<file path="src/rtl/isa_pkg.sv">
package isa_pkg;

  // program memory is 1k words
  typedef logic [9:0] pc_t;

  // [15:12] opcode, [11:8] unused, [7:0] immediate
  typedef logic [15:0] insn_t;

  // undefined codes fall through as nop
  typedef enum logic [3:0] {
    NOP  = 4'd0,
    LDI  = 4'd1,  // reg0 = imm
    ADDI = 4'd2,  // reg0 += imm, mod 256
    SUBI = 4'd3,  // reg0 -= imm, mod 256
    OUT  = 4'd4,  // send reg0 over uart
    JMP  = 4'd5,  // pc = imm
    JNZ  = 4'd6,  // pc = imm if reg0 != 0
    HALT = 4'd15
  } opcode_e;

  // end of program marker, never stored
  localparam insn_t TERM_WORD = 16'hFFFF;

  // loader -> program ram write port
  typedef struct packed {
    logic  en;
    pc_t   addr;
    insn_t data;
  } mem_wr_t;

endpackage

</file>
<file path="src/rtl/board_pkg.sv">
package board_pkg;

  // uart bit timing, in sys_clk cycles
  localparam int CLKS_PER_BIT = 16;

  // led matrix scan timing
  localparam int ROW_PERIOD = 27000; // cycles per row select
  localparam int ROW_GAP    = 500;   // dark cycles at both ends of a row

  // one uart character, also one led column pattern
  typedef logic [7:0] byte_t;

  // row index into the matrix, rows 0..7 used
  typedef logic [2:0] row_sel_t;

  // counts cycles within one uart bit
  typedef logic [$clog2(CLKS_PER_BIT)-1:0] baud_cnt_t;

  // counts cycles within one led row period
  typedef logic [$clog2(ROW_PERIOD)-1:0] scan_cnt_t;

endpackage
</file>
<file path="src/rtl/led_scan.sv">
module led_scan import board_pkg::*, isa_pkg::*; (
  input  logic       sys_clk,
  input  logic       rst_n,
  input  byte_t      reg0,
  input  insn_t      recv_word,
  output byte_t      led_col,
  output logic [8:0] led_row
);

  scan_cnt_t cnt;  // position within the row period
  row_sel_t  row;
  logic      lit;

  always_ff @(posedge sys_clk or negedge rst_n) begin
    if (!rst_n) begin
      cnt <= '0;
      row <= '0;
    end else if (cnt == scan_cnt_t'(ROW_PERIOD - 1)) begin
      cnt <= '0;
      row <= row + 1'b1;  // 7 wraps to 0, row 8 unused
    end else begin
      cnt <= cnt + 1'b1;
    end
  end

  // dark near both edges so neighbouring rows never overlap
  assign lit = cnt >= scan_cnt_t'(ROW_GAP) && cnt < scan_cnt_t'(ROW_PERIOD - ROW_GAP);

  assign led_row = lit ? 9'b1 << row : '0;

  always_comb begin
    case (row)
      3'd0:    led_col = 8'b10101010;       // alive marker
      3'd1:    led_col = reg0;
      3'd2:    led_col = recv_word[15:8];
      3'd3:    led_col = recv_word[7:0];
      default: led_col = '0;
    endcase
  end

endmodule

</file>
<file path="config.mk">
export PLATFORM = sky130hd
export DESIGN_NAME = led_scan
export DESIGN_NICKNAME = d
export VERILOG_FILES = /design/src/rtl/isa_pkg.sv /design/src/rtl/board_pkg.sv /design/src/rtl/led_scan.sv
export SDC_FILE = /design/constraint.sdc
export NUM_CORES = 1
export LEC_CHECK = 0
export BUFFER_PORTS_ARGS = -buffer_cell sky130_fd_sc_hd__buf_4
export CAP_MARGIN = 10
export CORE_AREA = 2 2 52 54
export CTS_BUF_LIST = sky130_fd_sc_hd__clkbuf_4
export DETAILED_ROUTE_END_ITERATION = 6
export DIE_AREA = 0 0 54 56
export PLACE_DENSITY = 0.8
export SYNTH_ARGS = -nofsm -noshare
export SYNTH_HDL_FRONTEND = slang
export SYNTH_SLANG_ARGS = --single-unit
</file>
<file path="constraint.sdc">
create_clock -name sys_clk -period 1.93 [get_ports sys_clk]
set_input_delay 0.193 -clock sys_clk [delete_from_list [all_inputs] [get_ports sys_clk]]
set_output_delay 0.193 -clock sys_clk [all_outputs]
set_load 0.02 [all_outputs]
</file>
==> results of run 1 <==
## cells by family after synthesis
family | synth area share, %
adder cells (fa/ha/maj) | 8.290
AND/OR/NAND/NOR | 27.05
flip-flops | 37.31
AO/OA/AOI/OAI | 10.57
multiplexers | 2.591
buffers and inverters | 5.906
other | 0.3106
XOR/XNOR | 7.980
## Yosys cell counts (3+ instances only)
cell                        n
sky130_fd_sc_hd__nand2_1   13
sky130_fd_sc_hd__inv_1     12
sky130_fd_sc_hd__nor2_1    11
sky130_fd_sc_hd__dfrtp_1   18
sky130_fd_sc_hd__a221oi_1   4
sky130_fd_sc_hd__ha_1       8
sky130_fd_sc_hd__o21ai_0    6
sky130_fd_sc_hd__nor3b_1    4
sky130_fd_sc_hd__xor2_1     3
sky130_fd_sc_hd__nand4_1    4
sky130_fd_sc_hd__a222oi_1   4
sky130_fd_sc_hd__xnor2_1    8
sky130_fd_sc_hd__nor3_1     8
sky130_fd_sc_hd__nand3_1    3
## layer usage
| layer | wire length [microns] | vias to the layer above | share of wire (%) | global-route usage, % |
|---|---|---|---|---|
| li1 | - | 573 | - | - |
| met1 | 1299 | 588 | 37 | 25.43 |
| met2 | 1845 | 57 | 53 | 42.33 |
| met3 | 191 | 13 | 5.5 | 3.763 |
| met4 | 137 | 0 | 3.9 | 11.79 |
| met5 | 0 | - | 0 | 0 |
## registers in the layout, summed over array words and instances (netlist names)
signal,cells
cnt,15
row,3
## through the flow
step	TNS [ps]	instance area [sq um]
global placement	0	1608
CTS	-1279	1784
global route	-1402	1844
floorplan	0	1214
detailed placement	0	1608
finish	-621.2	1844
## worst max-delay path: stages, from the launching register on
cell,delay (ps)
sky130_fd_sc_hd__dfrtp_1,420
sky130_fd_sc_hd__nor3_2,210
sky130_fd_sc_hd__a211oi_2,100
sky130_fd_sc_hd__o311a_4,370
sky130_fd_sc_hd__nor3b_1,380
sky130_fd_sc_hd__buf_4,220
## report_power, final
group	switching, mW	internal, mW
combinational	0.0191	0.0332
clock	0.115	0.0754
sequential	0	0.377
total	0.134	0.485
## layout by cell type (no fill, tap or decap), types with 4 or more instances in the layout
| cell type | n |
|---|---|
| sky130_fd_sc_hd__nand4_1 | 4 |
| sky130_fd_sc_hd__nor2_1 | 10 |
| sky130_fd_sc_hd__xnor2_1 | 8 |
| sky130_fd_sc_hd__buf_4 | 51 |
| sky130_fd_sc_hd__inv_1 | 10 |
| sky130_fd_sc_hd__nand2_1 | 11 |
| sky130_fd_sc_hd__dfrtp_1 | 16 |
| sky130_fd_sc_hd__nor3_1 | 5 |
| sky130_fd_sc_hd__buf_6 | 6 |
| sky130_fd_sc_hd__ha_1 | 5 |
| sky130_fd_sc_hd__a222oi_1 | 4 |
## worst min path at each step
stage             end  depth (start not counted)
3_3_place_gp   cnt[8]                          1
3_5_place_dp   cnt[8]                          1
5_1_grt        cnt[6]                          2
2_1_floorplan  cnt[0]                          0
4_1_cts        cnt[6]                          2
6_report       cnt[4]                          2
## cell type report
cell class                      count  area share [%]
Multi-Input combinational cell     96           44.57
Timing Repair Buffer               58           24.97
Sequential cell                    18           24.56
Inverter                           12           2.442
Tap cell                           30           2.035
Clock buffer                        3           1.221
Clock inverter                      1          0.2035
## repair_timing
item                                    in CTS  in global routing
pin swaps                                    7                 11
buffers inserted                             6                  0
hold buffers                                 1                  0
endpoints found under the hold margin       18                  0
endpoints found under the setup margin      13                 16
gates resized for setup                     22                 16
==> flow_summary.rst, run 1 <==
.. list-table::
   :header-rows: 1

   * - Metric
     - Value
   * - Total Power Consumption
     - 619.8 uW
   * - Total standard cell area after synthesis
     - 1207 sq um
   * - Mapped Avg Cell Area
     - 9.288 sq um
   * - I/O pins
     - 43
   * - Data arrival time of the critical path
     - 2000 ps
   * - CP endpoint
     - led_row[7]
   * - Cell Pwr Density
     - approximately 340 nW/um^2
   * - Max Freq
     - 456.0 MHz
   * - Floorplan Core Area
     - approximately 2400 sq um
   * - Wire length per cell
     - 15.93 microns
   * - Total CTS buffers
     - 3
   * - Sequential standard cell area
     - 452.9 sq um
   * - Final RePlAce weighted congestion
     - 0.8782
   * - Leakage Power
     - 0.8471 nW
   * - Sequential-to-total area share from yosys stat
     - 37.31%
   * - Total number of H-tree levels
     - 1
   * - Slack of the worst reg-to-reg path
     - 180 ps
   * - DP HPWL
     - 2.392 mm
   * - Number of antenna repair diodes
     - 0
   * - Startpoint kind of the worst setup timing path
     - flop
   * - Violations in the final reports
     - setup timing
   * - Primary flip-flop cell chosen by synthesis mapping
     - sky130_fd_sc_hd__dfrtp_1
   * - Cell taking the most area after synthesis
     - sky130_fd_sc_hd__dfrtp_1
   * - Maxcap violations
     - 0
   * - Maximum fanout along the worst path
     - 8
   * - Clock root buffer
     - sky130_fd_sc_hd__clkbuf_4
   * - Count of final max-slew check failures
     - 0
   * - Post-layout instance count excluding filler cells
     - 218
   * - Combined area of the multi-input logic cells
     - approximately 820 sq um
   * - Area contributors post-synth
     - sky130_fd_sc_hd__dfrtp_1, sky130_fd_sc_hd__ha_1, sky130_fd_sc_hd__xnor2_1, sky130_fd_sc_hd__nand2_1, sky130_fd_sc_hd__inv_1
   * - TritonCTS clock tree
     - built
   * - Classification of the worst-slack hold path
     - in -> async
   * - Global router's overall resource usage
     - 23.60%
   * - Number of cells on the worst reg-to-reg path
     - 5
   * - Antenna violations before repair
     - 0
   * - Distinct cell type count after synthesis
     - 34
   * - Cell count after synthesis
     - 130
   * - Fillers
     - 173
   * - Vias in the first global route
     - 1223
   * - Crit path from
     - cnt[5]
   * - Run status
     - finished, violations left
   * - Worst Setup Slack post-DPL
     - 137.5 ps
   * - Top cell type's share of synthesized area
     - a little under two fifths
   * - Vertical die dimension
     - around 56 microns
   * - Capture instance of the worst register-to-register path
     - cnt[11]
   * - Length of the first detailed-routing pass in iterations
     - 4
   * - Clock Sink Count
     - 18
   * - Die area
     - ~3000 sq um
   * - Highest ir drop seen on vdd
     - 0.0004428 V
   * - Setup violation total in the final timing report
     - 9
   * - Share of final-layout standard cells stronger than drive strength 1
     - 46.81%
   * - # nets final
     - roughly 220
   * - Launch instance of the worst register-to-register path
     - cnt[3]
   * - Initial core utilization
     - 49.64%
   * - Shortest clock period the worst path allows after layout
     - 2193 ps
   * - Pin count of the biggest net entering global routing
     - 19
   * - Number of cells after detailed placement
     - around 210
   * - Final Hold Fails
     - 0
   * - Clock latency on the worst-skew pair
     - approximately 290 ps
   * - Initial drt markers
     - between 60 and 70
   * - Count of input and output buffers
     - 41
   * - Post-synth EDFFs
     - 0
   * - Ys async rst share
     - 100.0%
   * - Width of the die
     - between 50 and 60 microns
   * - Core utilization of the finished layout
     - 75.82%
   * - Worst clock skew
     - approximately 1.4 ps
   * - Global-route congestion overflow total
     - 0
   * - Sum of routed wire length over all layers
     - 3.473 mm
   * - Global-route wire length before repair
     - 5.271 mm
   * - RSZ-0062 raised after global routing
     - true
   * - Vias per cell
     - between 5 and 6
   * - Final setup margin
     - -263.1 ps
   * - Maximum buffer depth of the clock tree
     - 2
   * - Rows
     - 18
   * - Ys Warns
     - 0
   * - Antenna-violating nets left
     - 0
   * - FF+latch count, synth
     - 18
   * - Final worst-path cycle share
     - 113.6%
   * - Signed area change from the synthesized netlist to the final layout
     - 52.75%
   * - Count of unresolved DRC violations after routing
     - 0
   * - Via count
     - between 1000 and 1500
   * - Crit. End Element
     - output port
   * - CTS clk-pin slew, worst paths
     - 100 ps
   * - Required time of the worst setup path
     - between 1500 and 2000 ps
   * - Min Hold Slack
     - 292.3 ps
   * - Kind of critical path
     - reg -> out
   * - Synthesized Nets
     - between 150 and 200
No activity file was read; power rests on OpenSTA's default activity.
==> run 2: changes to the inputs <==
- GPL_TIMING_DRIVEN: default -> 0
==> flow_summary.rst, run 2 (synthesis results as in run 1) <==
.. list-table::
   :header-rows: 1

   * - Metric
     - Value
   * - Run status
     - finished, violations left
   * - Violations in the final reports
     - setup timing
   * - RSZ-0062 raised after global routing
     - true
   * - Register name with the most flops
     - cnt
   * - Clock Sink Count
     - 18 (unchanged)
   * - Final RePlAce weighted congestion
     - 0.8194 (-6.7%)
   * - Final Hold Fails
     - 0 (unchanged)
   * - Largest registers ranked by flip-flop count
     - cnt: 15 flops, row: 3 flops
   * - Final setup margin
     - -73.26 ps (+189.8 ps)
   * - Global-route congestion overflow total
     - 0 (unchanged)
   * - Switching power of the nets
     - 121.2 uW (-9.8%)
   * - Final worst-path cycle share
     - 103.8% (-9.8 points)
   * - Worst clock skew
     - 6.117 ps (+4.685 ps)
   * - Total Power Consumption
     - 604.7 uW (-2.4%)
   * - Required time of the worst setup path
     - 1740 ps (about the same)
   * - # nets final
     - 227 (+1.8%)
   * - Setup violation total in the final timing report
     - 9 (unchanged)
   * - Shortest clock period the worst path allows after layout
     - 2003 ps (-189.8 ps)
   * - Startpoint kind of the worst setup timing path
     - flop
   * - DP HPWL
     - 2.233 mm (-6.6%)
   * - Internal power summed over all cells
     - 483.5 uW (-0.38%)
   * - Max Freq
     - 499.2 MHz (+9.5%)
   * - Final Cell Area
     - 1917 sq um (+3.9%)
   * - Signed area change from the synthesized netlist to the final layout
     - 58.76%
   * - Commonest cells after routing, fill and taps aside
     - sky130_fd_sc_hd__buf_4, sky130_fd_sc_hd__nand2_1, sky130_fd_sc_hd__dfrtp_1, sky130_fd_sc_hd__inv_1, sky130_fd_sc_hd__nor2_1
   * - Count of unresolved DRC violations after routing
     - 0 (unchanged)
   * - Leakage Power
     - 0.8827 nW (+4.2%)
   * - Fillers
     - 154 (-11%)
   * - Classification of the worst-slack hold path
     - in -> async
   * - Via count
     - 1261 (+2.4%)
   * - CTS clk-pin slew, worst paths
     - 100 ps (about the same)
   * - Clock network fraction of design power
     - 29.1% (-1.7 points)
   * - Antenna violations before repair
     - 0 (unchanged)
   * - Flip-flop count of the largest register, all copies and words added
     - 15 (unchanged)
   * - I/O pins
     - 43 (unchanged)
   * - Pin count of the biggest net entering global routing
     - 19 (unchanged)
   * - Count of input and output buffers
     - 41 (unchanged)
   * - Part of the total power dissipated in sequential elements
     - 62.3% (+1.5 points)
   * - Floorplan Core Area
     - 2432 sq um (unchanged)
   * - Crit. End Element
     - output port
   * - Kind of critical path
     - reg -> out
   * - Total number of H-tree levels
     - 1 (unchanged)
   * - Share of final-layout standard cells stronger than drive strength 1
     - 51.83% (+5.0 points)
   * - Data arrival time of the critical path
     - 1810 ps (-190 ps)
   * - Number of cells on the worst reg-to-reg path
     - 4 (-1)
   * - Antenna-violating nets left
     - 0 (unchanged)
   * - Width of the die
     - 54 microns (unchanged)
   * - Clock root buffer
     - sky130_fd_sc_hd__clkbuf_4
   * - Placed Instance Area
     - 1559 sq um (-3.0%)
   * - Total CTS buffers
     - 3 (unchanged)
   * - Vias per cell
     - 5.706 (+1.0%)
   * - Sum of routed wire length over all layers
     - 3.580 mm (+3.1%)
   * - Vertical die dimension
     - 56 microns (unchanged)
   * - Clock latency on the worst-skew pair
     - 280 ps (about the same)
   * - Die area
     - 3024 sq um (unchanged)
   * - TritonCTS clock tree
     - built
   * - Min Hold Slack
     - 295.6 ps (+3.342 ps)
   * - Highest ir drop seen on vdd
     - 0.0003486 V (-21%)
   * - Global-route wire length before repair
     - 5.071 mm (-3.8%)
   * - Switching portion of total power
     - 20.04% (-1.6 points)
   * - Wire length per cell
     - 16.20 microns (+1.7%)
   * - Vias in the first global route
     - 1186 (-3.0%)
   * - Proportion of power drawn by combinational gates
     - 8.6% (+0.2 points)
   * - Global router's overall resource usage
     - 22.17% (-1.4 points)
   * - Initial drt markers
     - 29 (-57%)
   * - Maximum buffer depth of the clock tree
     - 2 (unchanged)
   * - Initial core utilization
     - 49.64% (unchanged)
   * - Rows
     - 18 (unchanged)
   * - Maximum fanout along the worst path
     - 8 (unchanged)
   * - Cell Pwr Density
     - 315.5 nW/um^2 (-6.1%)
   * - Count of final max-slew check failures
     - 0 (unchanged)
   * - Length of the first detailed-routing pass in iterations
     - 5 (+1)
   * - Maxcap violations
     - 0 (unchanged)
   * - Number of antenna repair diodes
     - 0 (unchanged)
   * - Most common cell after layout, fill and taps aside
     - sky130_fd_sc_hd__buf_4
[run 2: final cells by class]
cell class	count	area (sq um)	area share, %
Tap cell	30	37.54	1.958
Timing Repair Buffer	59	460.4	24.02
Multi-Input combinational cell	96	859.6	44.84
Buffer	3	33.78	1.762
Sequential cell	18	457.9	23.89
Inverter	12	45.04	2.350
Clock buffer	3	22.52	1.175
[run 2: what timing repair did]
action | CTS | global route
resized for setup | 33 | 14
hold buffers | 1 | 0
endpoints found under the setup margin | 16 | 16
pin swaps | 5 | 10
buffers inserted | 11 | 6
endpoints found under the hold margin | 18 | 0
cloned | 0 | 0
[run 2: path summary, 6_finish.rpt]
| path | endpoint | slack [ps] | from |
|---|---|---|---|
| setup reg to reg | cnt[11] | 100 | cnt[3] |
| setup / recovery | led_row[0] | -70 | cnt[5] |
| max in group asynchronous | cnt[3] | 1420 | rst_n |
| hold reg to reg | cnt[0] | 520 | cnt[0] |
| hold / removal | cnt[7] | 300 | rst_n |
| min in group sys_clk | cnt[0] | 520 | cnt[0] |
[run 2: power by group through the flow]
stage / clock network, mW / logic, mW / registers, mW
finish: 0.176 / 0.0518 / 0.377
global route: 0.199 / 0.0559 / 0.377
CTS: 0.182 / 0.0515 / 0.377
detailed placement: 0 / 0.0493 / 0.384
global placement: 0 / 0.0483 / 0.384
floorplan: 0 / 0.00344 / 0.384
[run 2: per-layer routing]
layer | GRT usage, % | up-vias | share of wire (%)
li1 | - | 589 | -
met1 | 24.48 | 625 | 38
met2 | 41.81 | 43 | 56
met3 | 3.226 | 4 | 4.6
met4 | 6.071 | 0 | 1.2
met5 | 0 | - | 0
[run 2: metrics by stage]
step,util [%],worst slack [ps],TNS (ps),std cells
2_1_floorplan,-,145.7,0,130
3_3_place_gp,64.09,-46.98,-79.55,201
3_5_place_dp,64.09,-148.8,-325.6,201
4_1_cts,74.59,-159.4,-1291,215
5_1_grt,78.81,-160.3,-1272,221
6_report,78.81,-73.26,-462.6,221
[run 2: critical path: stages (launching register included)]
cell and delay [ps]:
sky130_fd_sc_hd__dfrtp_1 410, sky130_fd_sc_hd__nor3_2 210, sky130_fd_sc_hd__a211oi_2 110, sky130_fd_sc_hd__o311a_4 390
sky130_fd_sc_hd__nor4b_4 230, sky130_fd_sc_hd__buf_4 180
==> run 3: changes to the inputs <==
- CORE_AREA: 2 2 52 54 -> 4 4 54 56
- DIE_AREA: 0 0 54 56 -> 0 0 58 60
==> flow_summary.rst, run 3 (synthesis results as in run 1) <==
.. list-table::
   :header-rows: 1

   * - Metric
     - Value
   * - Run status
     - finished, violations left
   * - Violations in the final reports
     - setup timing
   * - Count of unresolved DRC violations after routing
     - 0 (unchanged)
   * - Width of the die
     - 58 microns (+7.4%)
   * - Commonest cells after routing, fill and taps aside
     - sky130_fd_sc_hd__buf_4, sky130_fd_sc_hd__dfrtp_1, sky130_fd_sc_hd__nand2_1, sky130_fd_sc_hd__inv_1, sky130_fd_sc_hd__nor2_1
   * - Final Cell Area
     - 1923 sq um (+0.33%)
   * - Maximum buffer depth of the clock tree
     - 2 (unchanged)
   * - Global router's overall resource usage
     - 20.26% (-1.9 points)
   * - Total CTS buffers
     - 3 (unchanged)
   * - Total number of H-tree levels
     - 1 (unchanged)
   * - Cell Pwr Density
     - 321.8 nW/um^2 (+2.0%)
   * - Number of cells on the worst reg-to-reg path
     - 4 (unchanged)
   * - Crit path from
     - cnt[6]
   * - Count of final max-slew check failures
     - 0 (unchanged)
   * - Largest registers ranked by flip-flop count
     - cnt: 15 flops, row: 3 flops
   * - Number of cells after detailed placement
     - 201 (unchanged)
   * - Global-route congestion overflow total
     - 0 (unchanged)
   * - Kind of critical path
     - reg -> out
   * - Placed Instance Area
     - 1559 sq um (unchanged)
   * - Initial drt markers
     - 80 (+180%)
   * - Die area
     - 3480 sq um (+15%)
   * - Maximum fanout along the worst path
     - 8 (unchanged)
   * - Sum of negative setup slack
     - -937.2 ps (-474.6 ps)
   * - TritonCTS clock tree
     - built
   * - Clock root buffer
     - sky130_fd_sc_hd__clkbuf_4
   * - Leakage Power
     - 0.8965 nW (+1.6%)
   * - Most common cell after layout, fill and taps aside
     - sky130_fd_sc_hd__buf_4
   * - Sequential standard cell area
     - 456.7 sq um (-0.27%)
   * - Highest ir drop seen on vdd
     - 0.0004221 V (+21%)
   * - CTS clk-pin slew, worst paths
     - 100 ps (about the same)
   * - Clock Sink Count
     - 18 (unchanged)
   * - Combined area of the multi-input logic cells
     - 858.3 sq um (-0.15%)
   * - Vias per cell
     - 5.751 (+0.79%)
   * - Crit. End Element
     - output port
   * - Slack of the worst reg-to-reg path
     - 110 ps (about the same)
   * - Final setup margin
     - -155.4 ps (-82.12 ps)
   * - Worst clock skew
     - 4.073 ps (-2.043 ps)
   * - Length of the first detailed-routing pass in iterations
     - 5 (unchanged)
   * - Max Freq
     - 479.5 MHz (-3.9%)
   * - Met2 layer wire length in the routed design
     - 1.997 mm (-0.89%)
   * - Shortest clock period the worst path allows after layout
     - 2085 ps (+82.12 ps)
   * - Post-layout instance count excluding filler cells
     - 221 (unchanged)
   * - Pin count of the biggest net entering global routing
     - 19 (unchanged)
   * - Worst-path cell with the longest stage delay
     - sky130_fd_sc_hd__dfrtp_1
   * - Top routing layer in use
     - met4
   * - Clock latency on the worst-skew pair
     - 300 ps (+20 ps)
   * - Register name with the most flops
     - cnt
   * - Maxcap violations
     - 0 (unchanged)
   * - Routed length on met3
     - 239 microns (+46%)
   * - Launch instance of the worst register-to-register path
     - cnt[3]
   * - Total Power Consumption
     - 618.8 uW (+2.3%)
   * - Final Hold Fails
     - 0 (unchanged)
   * - Count of input and output buffers
     - 41 (unchanged)
   * - Number of antenna repair diodes
     - 0 (unchanged)
   * - CP endpoint
     - led_row[6]
   * - Routed met1 length
     - 1.434 mm (+5.8%)
   * - Vertical die dimension
     - 60 microns (+7.1%)
   * - Cell repeated most along the worst path
     - sky130_fd_sc_hd__nor3_2
   * - DP HPWL
     - 2.363 mm (+5.8%)
   * - Final RePlAce weighted congestion
     - 0.8226 (+0.39%)
   * - Via count
     - 1271 (+0.79%)
   * - Wire length per cell
     - 17.40 microns (+7.4%)
   * - Vias in the first global route
     - 1223 (+3.1%)
   * - Signed area change from the synthesized netlist to the final layout
     - 59.27%
   * - Share of final-layout standard cells stronger than drive strength 1
     - 51.83% (unchanged)
   * - Flip-flop count of the largest register, all copies and words added
     - 15 (unchanged)
   * - Sum of routed wire length over all layers
     - 3.845 mm (+7.4%)
   * - RSZ-0062 raised after global routing
     - true
   * - Capture instance of the worst register-to-register path
     - cnt[11]
   * - Initial core utilization
     - 49.64% (unchanged)
   * - Fillers
     - 152 (-1.3%)
   * - Global-route wire length before repair
     - 5.388 mm (+6.3%)
   * - Antenna violations before repair
     - 0 (unchanged)
   * - Longest individual stage delay on the worst path
     - 440 ps (+30 ps)
   * - Rows
     - 18 (unchanged)
   * - Required time of the worst setup path
     - 1740 ps (about the same)
   * - Cell breakdown of the critical path
     - nor3_2, a211oi_2, o311a_4, nor3_2, buf_4
   * - Final worst-path cycle share
     - 108.1% (+4.3 points)
   * - I/O pins
     - 43 (unchanged)
   * - Data arrival time of the critical path
     - 1890 ps (+80 ps)
   * - Setup violation total in the final timing report
     - 10 (+1)
   * - Startpoint kind of the worst setup timing path
     - flop
   * - Classification of the worst-slack hold path
     - in -> async
   * - Antenna-violating nets left
     - 0 (unchanged)
   * - Floorplan Core Area
     - 2432 sq um (unchanged)
   * - Min Hold Slack
     - 285.7 ps (-9.927 ps)
   * - # nets final
     - 227 (unchanged)
-- run 3: cell counts in the layout (fill, tap and decap cells not counted) --
No cell type changed its count.
-- run 3: where the power goes --
part / leakage, nW / internal (mW) / switching (mW) / total, mW
Combinational: 0.654 / 0.0346 / 0.0196 / 0.0542
Sequential: 0.229 / 0.377 / 0 / 0.377
Clock: 0.0138 / 0.0729 / 0.115 / 0.188
Total: 0.897 / 0.484 / 0.135 / 0.619
-- run 3: through the flow --
stage	utilization, %	worst slack, ps
final	79.06	-155.4
after global routing	79.06	-227.5
after CTS	72.38	-176.6
after detailed placement	64.09	-87.56
after global placement	64.09	-29.79
after floorplan	-	145.7
-- run 3: critical path, delay by kind of cell (launching register included) --
kind                   cells  cell delay, ps
buffers and inverters      1             170
flip-flops                 1             440
AND/OR/NAND/NOR            2             480
AO/OA/AOI/OAI              2             510
-- run 3: timing repair --
action | CTS | global route
endpoints found under the hold margin | 18 | 0
gates resized for setup | 24 | 24
buffers inserted | 9 | 8
setup endpoints to repair | 16 | 12
gates cloned | 0 | 0
hold buffers | 1 | 0
pin swaps | 7 | 14
-- run 3: worst min-delay path by stage --
stage | startpoint | end | slack, ps
floorplan | rst_n | cnt[0] | -100
finish | rst_n | cnt[8] | 290
global route | rst_n | cnt[7] | 310
global placement | rst_n | cnt[7] | 70
CTS | rst_n | cnt[8] | 280
detailed placement | rst_n | cnt[8] | 70
-- run 3: cell type report --
| type | instances | area share [%] |
|---|---|---|
| multi-input cells | 96 | 44.63 |
| repair buffers | 59 | 24.40 |
| flip-flops and latches | 18 | 23.75 |
| inverters | 12 | 2.342 |
| well taps | 30 | 1.952 |
| plain buffers | 3 | 1.757 |
| clock buffers | 3 | 1.171 |
-- run 3: routing by layer --
| layer | track usage (%) | vias up |
|---|---|---|
| li1 | - | 586 |
| met1 | 21.00 | 606 |
| met2 | 39.35 | 62 |
| met3 | 3.672 | 17 |
| met4 | 8.940 | 0 |
| met5 | 0 | - |
