[config.mk]
export PLATFORM = sky130hd
export DESIGN_NAME = cpu_core
export DESIGN_NICKNAME = d
export VERILOG_FILES = /design/src/rtl/isa_pkg.sv /design/src/rtl/board_pkg.sv /design/src/rtl/cpu_core.sv
export SDC_FILE = /design/constraint.sdc
export NUM_CORES = 1
export LEC_CHECK = 0
export ABC_AREA = 1
export BUFFER_PORTS_ARGS = -buffer_cell sky130_fd_sc_hd__buf_2
export CAP_MARGIN = 20
export CORE_MARGIN = 2
export CORE_UTILIZATION = 35
export CTS_CLUSTER_DIAMETER = 120
export DETAILED_ROUTE_END_ITERATION = 8
export SYNTH_ARGS = -nofsm -noshare
export SYNTH_HDL_FRONTEND = slang
export SYNTH_SLANG_ARGS = --single-unit
export TNS_END_PERCENT = 5
[constraint.sdc]
create_clock -name sys_clk -period 2 [get_ports sys_clk]
set_input_delay 0.2 -clock sys_clk [delete_from_list [all_inputs] [get_ports sys_clk]]
set_output_delay 0.2 -clock sys_clk [all_outputs]
set_load 0.02 [all_outputs]
[src/rtl/isa_pkg.sv]
package isa_pkg;

  // program memory is 1k words
  typedef logic [9:0] pc_t;

  // [15:12] opcode, [11:8] unused, [7:0] immediate
  typedef logic [15:0] insn_t;

  // undefined codes fall through as nop
  typedef enum logic [3:0] {
    NOP  = 4'd0,
    LDI  = 4'd1,  // reg0 = imm
    ADDI = 4'd2,  // reg0 += imm, mod 256
    SUBI = 4'd3,  // reg0 -= imm, mod 256
    OUT  = 4'd4,  // send reg0 over uart
    JMP  = 4'd5,  // pc = imm
    JNZ  = 4'd6,  // pc = imm if reg0 != 0
    HALT = 4'd15
  } opcode_e;

  // end of program marker, never stored
  localparam insn_t TERM_WORD = 16'hFFFF;

  // loader -> program ram write port
  typedef struct packed {
    logic  en;
    pc_t   addr;
    insn_t data;
  } mem_wr_t;

endpackage

[src/rtl/board_pkg.sv]
package board_pkg;

  // uart bit timing, in sys_clk cycles
  localparam int CLKS_PER_BIT = 16;

  // led matrix scan timing
  localparam int ROW_PERIOD = 27000; // cycles per row select
  localparam int ROW_GAP    = 500;   // dark cycles at both ends of a row

  // one uart character, also one led column pattern
  typedef logic [7:0] byte_t;

  // row index into the matrix, rows 0..7 used
  typedef logic [2:0] row_sel_t;

  // counts cycles within one uart bit
  typedef logic [$clog2(CLKS_PER_BIT)-1:0] baud_cnt_t;

  // counts cycles within one led row period
  typedef logic [$clog2(ROW_PERIOD)-1:0] scan_cnt_t;

endpackage
[src/rtl/cpu_core.sv]
module cpu_core import board_pkg::*, isa_pkg::*; (
  input  logic  sys_clk,
  input  logic  rst_n,
  input  logic  prog_ready,
  input  logic  tx_busy,
  input  insn_t insn,
  output pc_t   pc,
  output byte_t reg0,
  output logic  tx_en,
  output byte_t tx_data
);

  typedef enum logic [1:0] {IDLE, FETCH, EXEC, HALTED} state_e;

  state_e  state;
  opcode_e op;
  byte_t   imm;
  pc_t     pc_next;
  logic    out_go;  // OUT accepted this cycle

  assign op      = opcode_e'(insn[15:12]);
  assign imm     = insn[7:0];
  assign pc_next = pc + 1'b1;
  assign out_go  = prog_ready && state == EXEC && op == OUT && !tx_busy;

  always_ff @(posedge sys_clk or negedge rst_n) begin
    if (!rst_n) begin
      state <= IDLE;
      pc    <= '0;
      reg0  <= '0;
      tx_en <= 1'b0;
    end else begin
      tx_en <= 1'b0;  // single cycle strobe
      if (!prog_ready) begin
        // loading, hold at reset vector
        state <= IDLE;
        pc    <= '0;
        reg0  <= '0;
      end else begin
        case (state)
          IDLE:  state <= FETCH;
          FETCH: state <= EXEC;  // ram read in flight
          EXEC: begin
            state <= FETCH;
            pc    <= pc_next;
            case (op)
              LDI:  reg0 <= imm;
              ADDI: reg0 <= reg0 + imm;  // wraps
              SUBI: reg0 <= reg0 - imm;
              OUT: begin
                if (out_go) begin
                  tx_en <= 1'b1;
                end else begin
                  // transmitter busy, retry same insn
                  state <= EXEC;
                  pc    <= pc;
                end
              end
              JMP: pc <= pc_t'(imm);
              JNZ: if (reg0 != '0) pc <= pc_t'(imm);
              HALT: begin
                state <= HALTED;
                pc    <= pc;
              end
              default: ;  // nop and unused codes
            endcase
          end
          HALTED: state <= HALTED;  // left only via prog_ready low
          default: state <= IDLE;
        endcase
      end
    end
  end

  // byte travels with tx_en
  always_ff @(posedge sys_clk) begin
    if (out_go) tx_data <= reg0;
  end

endmodule

==> results of run 1 <==
[power groups by stage]
| stage | Clock, W | Combinational (W) | Sequential, W |
|---|---|---|---|
| 2_1_floorplan | 0 | 0.000133 | 0.000639 |
| 3_3_place_gp | 0 | 0.000250 | 0.000634 |
| 3_5_place_dp | 0 | 0.000252 | 0.000634 |
| 4_1_cts | 0.000469 | 0.000254 | 0.000623 |
| 5_1_grt | 0.000498 | 0.000294 | 0.000623 |
| 6_report | 0.000454 | 0.000261 | 0.000622 |
[synthesized netlist by cell type, drive strengths merged]
cell type	count	share of area, %
a21o	1	0.38
edfxtp	8	12
o21ai	10	2.5
nand2	68	13
a31oi	1	0.32
buf	2	0.82
nand3b	3	1.1
o211ai	3	1.1
nor3	4	1.0
fa	1	1.0
or2	2	0.63
nand3	32	8.1
xor2	14	6.2
nand4	6	1.9
o32ai	1	0.44
nor2	22	4.7
o31ai	1	0.38
inv	44	8.3
xnor2	1	0.44
ha	9	5.7
dfrtp	21	26
a21oi	8	2.0
o22ai	3	0.95
[stage by stage]
stage | total power (W) | cell area, um^2 | setup WS, ps | instances
2_1_floorplan | 0.000771 | 1980 | 67.2 | 265
3_3_place_gp | 0.000884 | 2430 | -179 | 399
3_5_place_dp | 0.000886 | 2430 | -245 | 399
4_1_cts | 0.00135 | 2520 | 54.0 | 408
5_1_grt | 0.00141 | 2560 | -68.0 | 410
6_report | 0.00134 | 2560 | 104 | 410
[cell usage in the layout, fill, tap and decap left out]
cell type / synthesis / layout
sky130_fd_sc_hd__o22ai_1: 3 / 3
sky130_fd_sc_hd__a31oi_1: 1 / 1
sky130_fd_sc_hd__o21ai_1: 0 / 1
sky130_fd_sc_hd__edfxtp_1: 8 / 8
sky130_fd_sc_hd__clkinv_2: 0 / 2
sky130_fd_sc_hd__fa_1: 1 / 1
sky130_fd_sc_hd__nor2_2: 1 / 1
sky130_fd_sc_hd__o21ai_0: 10 / 9
sky130_fd_sc_hd__nor2_1: 20 / 20
sky130_fd_sc_hd__xor2_1: 14 / 14
sky130_fd_sc_hd__nand2_1: 64 / 63
sky130_fd_sc_hd__o32ai_1: 1 / 1
sky130_fd_sc_hd__dlygate4sd3_1: 0 / 1
sky130_fd_sc_hd__dfrtp_1: 21 / 21
sky130_fd_sc_hd__nand4_1: 6 / 6
sky130_fd_sc_hd__xnor2_1: 1 / 1
sky130_fd_sc_hd__inv_2: 1 / 1
sky130_fd_sc_hd__a21oi_1: 8 / 8
sky130_fd_sc_hd__a21o_1: 1 / 1
sky130_fd_sc_hd__nor2_4: 1 / 1
sky130_fd_sc_hd__clkbuf_1: 0 / 1
sky130_fd_sc_hd__ha_1: 9 / 9
sky130_fd_sc_hd__buf_2: 1 / 42
sky130_fd_sc_hd__o31ai_2: 0 / 1
sky130_fd_sc_hd__or2_2: 2 / 2
sky130_fd_sc_hd__nor3_1: 4 / 2
sky130_fd_sc_hd__inv_1: 43 / 43
sky130_fd_sc_hd__nor3_2: 0 / 2
sky130_fd_sc_hd__nand2_2: 4 / 5
sky130_fd_sc_hd__buf_4: 0 / 24
sky130_fd_sc_hd__clkbuf_8: 0 / 5
sky130_fd_sc_hd__nand3b_1: 3 / 3
sky130_fd_sc_hd__o211ai_1: 3 / 3
sky130_fd_sc_hd__nand3_1: 32 / 32
[worst reg2reg max path: cells and delay by family (launching register included)]
kind            cells  cell delay (ps)
xor+xnor            1              150
flops               1              340
fa+ha+maj           2              630
buf+inv             2              160
compound gates      1               90
simple gates        4              280
[logic make-up (layout without fill, tap and decap cells)]
logic type	after synthesis	in the layout	share of synthesized area (%)
DFF	29	29	38.6
AOI/OAI and AO/OA	28	28	8.14
and+or+nand+nor	137	137	30.8
buffers and inverters	46	119	9.15
adders and majority gates	10	10	6.69
xor gates and xnor gates	15	15	6.62
[worst paths after layout]
| check | start | to | slack, ps |
|---|---|---|---|
| hold reg to reg | reg0[1]$_DFFE_PN0P_ | tx_data[1]$_DFFE_PP_ | 530 |
| hold / removal | prog_ready | state[0]$_DFF_PN0_ | 210 |
| setup / recovery | insn[0] | reg0[7]$_DFFE_PN0P_ | 100 |
| setup reg to reg | reg0[0]$_DFFE_PN0P_ | reg0[4]$_DFFE_PN0P_ | 220 |
| max in group asynchronous | rst_n | pc[4]$_DFFE_PN0P_ | 1210 |
| min in group asynchronous | rst_n | pc[9]$_DFFE_PN0P_ | 430 |
[state kept, by name (all words and copies together) (netlist names)]
signal	cells
tx_data	8
reg0	8
pc	10
tx_en	1
state	2
[layout make-up]
type | count | area [um^2] | share of cell area (%)
tap | 72 | 90.1 | 3.52
clock buffer | 6 | 72.6 | 2.84
sequential | 29 | 766 | 29.9
clock inverter | 2 | 10.0 | 0.391
timing repair buffer | 67 | 400 | 15.7
inverter | 44 | 165 | 6.46
multi-input combinational | 190 | 1050 | 41.2
[metal layers]
metal / global-route usage [%] / share of wire, % / vias up
met5: 0 / 0 / -
met4: 5.52 / 1.4 / 0
met3: 4.09 / 5.0 / 6
met2: 25.3 / 45 / 51
met1: 21.6 / 48 / 886
li1: - / - / 1002
[repair_timing]
action / in CTS / in global routing
setup buffers: 0 / 2
resized for setup: 0 / 5
endpoints found under the hold margin: 21 / 0
setup endpoints to repair: 0 / 4
hold buffers: 1 / 0
==> impl_summary.log, run 1 <==
[metrics] Core Box Area: 5470 um^2
[metrics] worst-path fanout max: 4
[metrics] final core utilization: 46.7%
[metrics] site row count: 27
[metrics] worst hold path cell count: 3
[metrics] syn nets: 295
[metrics] wire length of the first global-routing pass: 7.83 mm
[metrics] placer congestion estimate: 0.883
[metrics] net switching power of the design: 0.000374 W
[metrics] Rel. slew slack: 64.5%
[metrics] final hold violation count: 0
[metrics] share of the yosys chip area belonging to registers: 38.6%
[metrics] number of antenna violations at the first check in global routing: 0
[metrics] clock share of power: 34.0%
[metrics] WL per Instance: 12.1 um
[metrics] share of post-route cells with drive strength above 1: 25.4%
[metrics] Arrival @ worst endpoint: 2060 ps
[metrics] total CTS buffers: 5
[metrics] number of global-route vias before repair: 1697
[metrics] cell class contributing the biggest share of worst-path delay: simple AND/OR/NAND/NOR gates
[metrics] die area: 6280 um^2
[metrics] number of instances in the synthesized netlist: 265
[metrics] worst reg-to-reg path cell count: 10
[metrics] data required time at the worst endpoint: 2170 ps
[metrics] switching power as a share of total power: 27.9%
[metrics] n_diodes: 0
[metrics] nets@finish: 367
[metrics] H-Tree Depth: 2
[metrics] y dimension of the die: 79.3 um
[metrics] number of max-capacitance violations reported: 0
[metrics] average cell area after synthesis: 7.48 um^2
[metrics] RSZ-0062 raised after global routing: true
[metrics] post-route clock period utilization: 94.8%
[metrics] TritonCTS clock tree: done
[metrics] insertion delay to the later sink of the worst-skew pair: 280 ps
[metrics] Via-to-Cell Ratio: 4.74
[metrics] Buffers on Ports: 42
[metrics] Slew Viols, Final: 0
[metrics] peak supply drop: 0.193 mV
[metrics] detailed-route wire length: 4.95 mm
[metrics] proportion of power drawn by combinational gates: 19.5%
[metrics] worst path buffer plus inverter count: 5
[metrics] global routing usage summed across all routing layers: 16.1%
[metrics] flops & latches, synth: 29
[metrics] cell breakdown of the critical path: buf_2, inv_1, ha_1, inv_1, nor3_2, inv_1, o31ai_2, xor2_1, ha_1, nand2_2, inv_1, a21oi_1, nand2_1, nand3_1, nand3_1, nand2_1, nand2_1
[metrics] number of distinct library cell variants in the gate-level netlist after synthesis: 28
[metrics] Clk Tree Root Cell: sky130_fd_sc_hd__clkbuf_8
[metrics] stages on the worst setup path: 17
[metrics] max incr delay on CP: 300 ps
[metrics] Hold Path Class: primary input to flop
[metrics] slowest stage cell on the critical path: sky130_fd_sc_hd__ha_1
[metrics] layout overhead on the synthesized area: 29.0%
[metrics] final period demand of the worst path: 1900 ps
[metrics] maximum count of clock buffers along a single path: 2
[metrics] highest achievable clock rate: 0.528 GHz
[metrics] overall via count from detail_route: 1945
[metrics] Die Width: 79.3 um
[metrics] Most common cell on crit path: sky130_fd_sc_hd__inv_1
[metrics] slew at the pin closest to its max-slew limit: 533 ps
[metrics] Initial DRC Count: 90
[metrics] total standard cell area after synthesis: 1980 um^2
[metrics] Power per Cell Area: 523 nW/um^2
[metrics] number of placed I/O pins: 47
[metrics] internal power summed over all cells: 0.000964 W
[metrics] HPWL reported at the end of detailed placement: 3.83 mm
[metrics] standby leakage power: 1.41 nW
[metrics] sinks on the clock net: 29
[metrics] crit end category: flop
[metrics] total iterations of the first detailed-routing run: 4
[metrics] Setup TNS: 0 ps
[metrics] clk slew on worst S/H paths: 70 ps
[metrics] warnings from Yosys: 0
[metrics] status: finished, final reports clean
[metrics] maximum number of pins on one net before global-route repair: 22
[metrics] Flop pwr share: 46.5%
[metrics] Worst Hold Margin: 210 ps
[metrics] number of nets with antenna violations after routing: 0
[metrics] Filler Cell Count: 583
[metrics] worst setup path class: primary input to flop
[metrics] setup skew after layout: 8.35 ps
[metrics] DRC violation count after routing: 0
[metrics] initial cell density of the core: 36.2%
[metrics] final setup fails: 0
[metrics] sum of overflow across all layers after global routing: 0
[metrics] critical path launch point type: primary input
(Power assumes the default switching activity.)
==> run 2, diff against run 1 <==
CORE_UTILIZATION = 45   (was 35)
PLACE_DENSITY = 0.69   (was not set)
==> run 2 against run 1 <==
  * Cell count down 5.4%
  * Clock skew fell by 3.5 ps
  * Critical path depth unchanged
  * Utilization is 12 points higher
  * Maximum frequency up 1.6%
  * Largest power group unchanged
  * Highest routed layer unchanged
==> impl_summary.log, run 2 (synthesis results as in run 1) <==
[metrics] highest achievable clock rate: 0.536 GHz
[metrics] global routing usage summed across all routing layers: 20.7%
[metrics] register with the most flip-flops: pc
[metrics] TritonCTS clock tree: done
[metrics] registers with the highest flip-flop counts: pc x10, reg0 x8, tx_data x8
[metrics] wire length of the first global-routing pass: 8.12 mm
[metrics] initial cell density of the core: 46.2%
[metrics] die area: 4950 um^2
[metrics] first element of the critical path: insn[0]
[metrics] layout overhead on the synthesized area: 27.4%
[metrics] Filler Cell Count: 407
[metrics] Setup TNS: 0 ps
[metrics] Arrival @ worst endpoint: 2040 ps
[metrics] end point of the critical path: reg0[7]$_DFFE_PN0P_
[metrics] maximum number of pins on one net before global-route repair: 22
[metrics] n_diodes: 0
[metrics] post-CTS setup buffer count: 0
[metrics] end of the worst register-to-register path: reg0[4]$_DFFE_PN0P_
[metrics] sum of overflow across all layers after global routing: 0
[metrics] critical path launch point type: primary input
[metrics] y dimension of the die: 70.4 um
[metrics] setup skew after layout: 4.82 ps
[metrics] most common cell after layout, fill and taps aside: sky130_fd_sc_hd__nand2_1
[metrics] Rel. slew slack: 66.6%
[metrics] standby leakage power: 1.40 nW
[metrics] number of placed I/O pins: 47
[metrics] worst reg-to-reg path cell count: 10
[metrics] nets@finish: 365
[metrics] detailed-route wire length: 4.86 mm
[metrics] HPWL reported at the end of detailed placement: 3.74 mm
[metrics] peak supply drop: 0.266 mV
[metrics] RSZ-0062 raised after global routing: true
[metrics] Worst Hold Margin: 192 ps
[metrics] number of flip-flops in the largest register: 10
[metrics] share of post-route cells with drive strength above 1: 25.0%
[metrics] site row count: 24
[metrics] maximum count of clock buffers along a single path: 2
[metrics] final worst slack: 134 ps
[metrics] placer congestion estimate: 0.890
[metrics] post-layout power: 0.00138 W
[metrics] worst-path fanout max: 3
[metrics] number of global-route vias before repair: 1800
[metrics] sinks on the clock net: 29
[metrics] register-to-register setup slack: 200 ps
[metrics] crit end category: flop
[metrics] number of max-capacitance violations reported: 0
[metrics] post-route clock period utilization: 93.3%
[metrics] insertion delay to the later sink of the worst-skew pair: 280 ps
[metrics] final hold violation count: 0
[metrics] final period demand of the worst path: 1870 ps
[metrics] Buffers on Ports: 42
[metrics] WL per Instance: 12.5 um
[metrics] H-Tree Depth: 2
[metrics] DRC violation count after routing: 0
[metrics] Core Box Area: 4290 um^2
[metrics] total CTS buffers: 5
[metrics] Initial DRC Count: 96
[metrics] final core utilization: 58.9%
[metrics] commonest non-fill, non-tap cells in the layout: sky130_fd_sc_hd__nand2_1 (63), sky130_fd_sc_hd__inv_1 (43), sky130_fd_sc_hd__buf_2 (42), sky130_fd_sc_hd__nand3_1 (32), sky130_fd_sc_hd__buf_4 (22)
[metrics] number of antenna violations at the first check in global routing: 0
[metrics] Via-to-Cell Ratio: 5.07
[metrics] total iterations of the first detailed-routing run: 4
[metrics] final setup fails: 0
[metrics] clk slew on worst S/H paths: 60 ps
[metrics] worst setup path class: primary input to flop
[metrics] Slew Viols, Final: 0
[metrics] slew at the pin closest to its max-slew limit: 501 ps
[metrics] Clk Tree Root Cell: sky130_fd_sc_hd__clkbuf_8
[metrics] Power per Cell Area: 547 nW/um^2
[metrics] Post-Place Setup Slack: -194 ps
[metrics] Die Width: 70.4 um
[metrics] number of nets with antenna violations after routing: 0
[metrics] status: finished, final reports clean
[metrics] Hold Path Class: primary input to flop
[metrics] source of the worst register-to-register timing path: reg0[0]$_DFFE_PN0P_
[metrics] overall via count from detail_route: 1966
[metrics] data required time at the worst endpoint: 2170 ps
## run 2: changes by cell type in the layout (fill, tap and decap cells not counted), sizes merged
cell,change
buf,-2
clkbuf,+2
clkinv,-2
## run 2: worst max-delay path: stages
cell,delay [ps]
sky130_fd_sc_hd__buf_2,100
sky130_fd_sc_hd__inv_1,60
sky130_fd_sc_hd__ha_1,150
sky130_fd_sc_hd__inv_1,60
sky130_fd_sc_hd__nor3_2,90
sky130_fd_sc_hd__inv_1,80
sky130_fd_sc_hd__o31ai_2,220
sky130_fd_sc_hd__xor2_1,170
sky130_fd_sc_hd__ha_1,280
sky130_fd_sc_hd__nand2_2,100
sky130_fd_sc_hd__inv_1,40
sky130_fd_sc_hd__a21oi_1,130
sky130_fd_sc_hd__nand2_1,80
sky130_fd_sc_hd__nand3_1,80
sky130_fd_sc_hd__nand3_1,70
sky130_fd_sc_hd__nand2_1,70
sky130_fd_sc_hd__nand2_1,40
## run 2: final cells by class
cell class / instances / area, um^2 / area share [%]
Sequential cell: 29 / 766 / 30.3
Tap cell: 52 / 65.1 / 2.57
Timing Repair Buffer: 65 / 385 / 15.2
Multi-Input combinational cell: 190 / 1060 / 41.8
Clock buffer: 8 / 90.1 / 3.56
Inverter: 44 / 165 / 6.53
## run 2: worst min-delay path by stage
stage	start	endpoint	slack [ps]	cells past startpoint
final	prog_ready	state[0]$_DFF_PN0_	190	3
after global routing	prog_ready	state[0]$_DFF_PN0_	190	3
after CTS	prog_ready	state[0]$_DFF_PN0_	190	3
after detailed placement	rst_n	pc[7]$_DFFE_PN0P_	200	1
after global placement	rst_n	pc[7]$_DFFE_PN0P_	190	1
after floorplan	rst_n	pc[0]$_DFFE_PN0P_	-100	0
## run 2: per-stage QoR
stage	instances	cell area, um^2
after floorplan	265	1980
after global placement	379	2410
after detailed placement	379	2410
after CTS	388	2510
after global routing	388	2530
final	388	2530
## run 2: per-layer routing
layer  vias to the layer above  part of all wire, %  wire length, um  global-route usage (%)
li1                       1000                    -                -                       -
met1                       901                   46             2240                    27.4
met2                        56                   47             2280                    32.3
met3                         9                  4.8              231                    5.63
met4                         0                  2.1              102                    7.91
met5                         -                    0                0                       0
## run 2: what timing repair did
item | in CTS | in global routing
resized for setup | 0 | 6
setup endpoints to repair | 0 | 4
hold buffers | 1 | 0
hold endpoints to repair | 21 | 0
## run 2: report_power, final
group	total (W)	internal, W	switching (W)
Clock	0.000500	0.000280	0.000220
Combinational	0.000261	0.000108	0.000153
Sequential	0.000623	0.000615	0.00000741
==> run 3, diff against run 2 <==
MAX_ROUTING_LAYER = met4   (was not set)
==> run 3 against run 2 <==
  * Clock power about the same
  * Die area unchanged
  * Flip-flop and latch count did not move
  * Combinational power hardly changed
  * Utilization up 0.15 points
  * Clock-buffer cell count unchanged
  * Hold slack improved by 16 ps
  * Setup slack worse by 37 ps
  * Wire length increased by 0.87%
  * Highest routed layer unchanged
==> impl_summary.log, run 3 (synthesis results as in run 1) <==
[metrics] status: finished, final reports clean
[metrics] register with the most flip-flops: pc
[metrics] hold path startpoint: prog_ready
[metrics] slew at the pin closest to its max-slew limit: 499 ps
[metrics] Power per Cell Area: 546 nW/um^2
[metrics] Slew Viols, Final: 0
[metrics] overall via count from detail_route: 2003
[metrics] worst hold endpoint: state[0]$_DFF_PN0_
[metrics] total CTS buffers: 5
[metrics] setup skew after layout: 5.84 ps
[metrics] source of the worst register-to-register timing path: reg0[0]$_DFFE_PN0P_
[metrics] post-route clock period utilization: 95.1%
[metrics] number of global-route vias before repair: 1844
[metrics] end of the worst register-to-register path: reg0[4]$_DFFE_PN0P_
[metrics] Core Box Area: 4290 um^2
[metrics] DRC violation count after routing: 0
[metrics] critical path launch point type: primary input
[metrics] data required time at the worst endpoint: 2170 ps
[metrics] max incr delay on CP: 330 ps
[metrics] die area: 4950 um^2
[metrics] n_diodes: 0
[metrics] Setup TNS: 0 ps
[metrics] Initial DRC Count: 133
[metrics] RSZ-0062 raised after global routing: true
[metrics] insertion delay to the later sink of the worst-skew pair: 280 ps
[metrics] Via-to-Cell Ratio: 5.16
[metrics] cell breakdown of the critical path: buf_2, inv_1, ha_1, inv_2, nor3_2, inv_1, o31ai_2, xor2_1, ha_1, nand2_2, nor3_2, nand2_1, nand2_1, inv_1, nand2_1, nand3_1, nand2_1, nand2_1
[metrics] HPWL reported at the end of detailed placement: 3.75 mm
[metrics] WL per Instance: 12.6 um
[metrics] nets@finish: 365
[metrics] final setup fails: 0
[metrics] Clk Tree Root Cell: sky130_fd_sc_hd__clkbuf_8
[metrics] wire length of the first global-routing pass: 8.14 mm
[metrics] worst reg-to-reg path cell count: 10
[metrics] Most common cell on crit path: sky130_fd_sc_hd__nand2_1
[metrics] initial cell density of the core: 46.2%
[metrics] worst-path fanout max: 3
[metrics] worst setup path class: primary input to flop
[metrics] first element of the critical path: insn[0]
[metrics] number of placed I/O pins: 47
[metrics] H-Tree Depth: 2
[metrics] placer congestion estimate: 0.903
[metrics] number of nets with antenna violations after routing: 0
[metrics] register-to-register setup slack: 180 ps
[metrics] final worst slack: 97.6 ps
[metrics] most common cell after layout, fill and taps aside: sky130_fd_sc_hd__nand2_1
[metrics] layout overhead on the synthesized area: 27.8%
[metrics] share of post-route cells with drive strength above 1: 25.9%
[metrics] Die Width: 70.4 um
[metrics] commonest non-fill, non-tap cells in the layout: sky130_fd_sc_hd__nand2_1 (62), sky130_fd_sc_hd__inv_1 (42), sky130_fd_sc_hd__buf_2 (42), sky130_fd_sc_hd__nand3_1 (32), sky130_fd_sc_hd__buf_4 (22)
[metrics] TritonCTS clock tree: done
[metrics] maximum count of clock buffers along a single path: 2
[metrics] total iterations of the first detailed-routing run: 4
[metrics] detailed-route wire length: 4.90 mm
[metrics] sinks on the clock net: 29
[metrics] registers with the highest flip-flop counts: pc x10, reg0 x8, tx_data x8
[metrics] clk slew on worst S/H paths: 60 ps
[metrics] Hold Path Class: primary input to flop
[metrics] final hold violation count: 0
[metrics] slowest stage cell on the critical path: sky130_fd_sc_hd__ha_1
[metrics] y dimension of the die: 70.4 um
[metrics] standby leakage power: 1.40 nW
[metrics] Post-Place Setup Slack: -213 ps
[metrics] number of max-capacitance violations reported: 0
[metrics] crit end category: flop
[metrics] sum of overflow across all layers after global routing: 0
[metrics] final period demand of the worst path: 1900 ps
[metrics] Arrival @ worst endpoint: 2070 ps
[metrics] global routing usage summed across all routing layers: 21.1%
[metrics] site row count: 24
[metrics] number of flip-flops in the largest register: 10
[metrics] Rel. slew slack: 66.7%
[metrics] maximum number of pins on one net before global-route repair: 22
[metrics] peak supply drop: 0.219 mV
[metrics] worst hold path cell count: 3
[metrics] Buffers on Ports: 42
[metrics] highest achievable clock rate: 0.526 GHz
[metrics] number of antenna violations at the first check in global routing: 0
run 3: cell counts in the layout (fill, tap and decap cells not counted):
No cell type changed its count.
run 3: power breakdown:
group	total, W	leakage [nW]	switching, W	internal [W]
Sequential	0.000623	0.357	0.00000757	0.000615
Combinational	0.000264	0.998	0.000155	0.000109
Clock	0.000497	0.0455	0.000217	0.000280
Total	0.00138	1.40	0.000380	0.00100
run 3: metal layers:
layer	vias to the layer above	routed length (um)	track usage (%)
li1	999	-	-
met1	946	2280	26.5
met2	51	2300	35.0
met3	7	255	4.33
met4	0	57	5.13
met5	-	0	-
run 3: worst max path at each step:
stage,cells after the start,to
after floorplan,16,reg0[7]$_DFFE_PN0P_
after global placement,17,reg0[7]$_DFFE_PN0P_
after detailed placement,15,reg0[5]$_DFFE_PN0P_
after CTS,15,reg0[5]$_DFFE_PN0P_
after global routing,18,reg0[7]$_DFFE_PN0P_
final,18,reg0[7]$_DFFE_PN0P_
run 3: layout make-up:
type	count	area, um^2
inverter	44	165
fill	426	1760
multi-input combinational	190	1060
timing repair buffer	65	385
clock buffer	8	90.1
tap	52	65.1
sequential	29	766
run 3: critical path: cells and delay by family:
kind	cells	cell delay, ps
AND/OR/NAND/NOR	9	700
buffers and inverters	5	340
adder cells (fa/ha/maj)	2	490
XOR/XNOR	1	100
AO/OA/AOI/OAI	1	230
run 3: repair_timing:
| item | CTS | global route |
|---|---|---|
| gates resized for setup | 0 | 10 |
| setup buffers | 0 | 0 |
| hold buffers | 1 | 0 |
| hold endpoints to repair | 21 | 0 |
| setup endpoints to repair | 0 | 5 |
run 3: stage by stage:
step                util [%]  cells  hold slack, ps  cell area [um^2]  power, W
CTS                     58.4    388             200              2510   0.00138
detailed placement      56.1    379             204              2410  0.000889
floorplan                  -    265           -95.6              1980  0.000771
global route            59.0    388             212              2530   0.00144
finish                  59.0    388             208              2530   0.00138
global placement        56.1    379             193              2410  0.000882
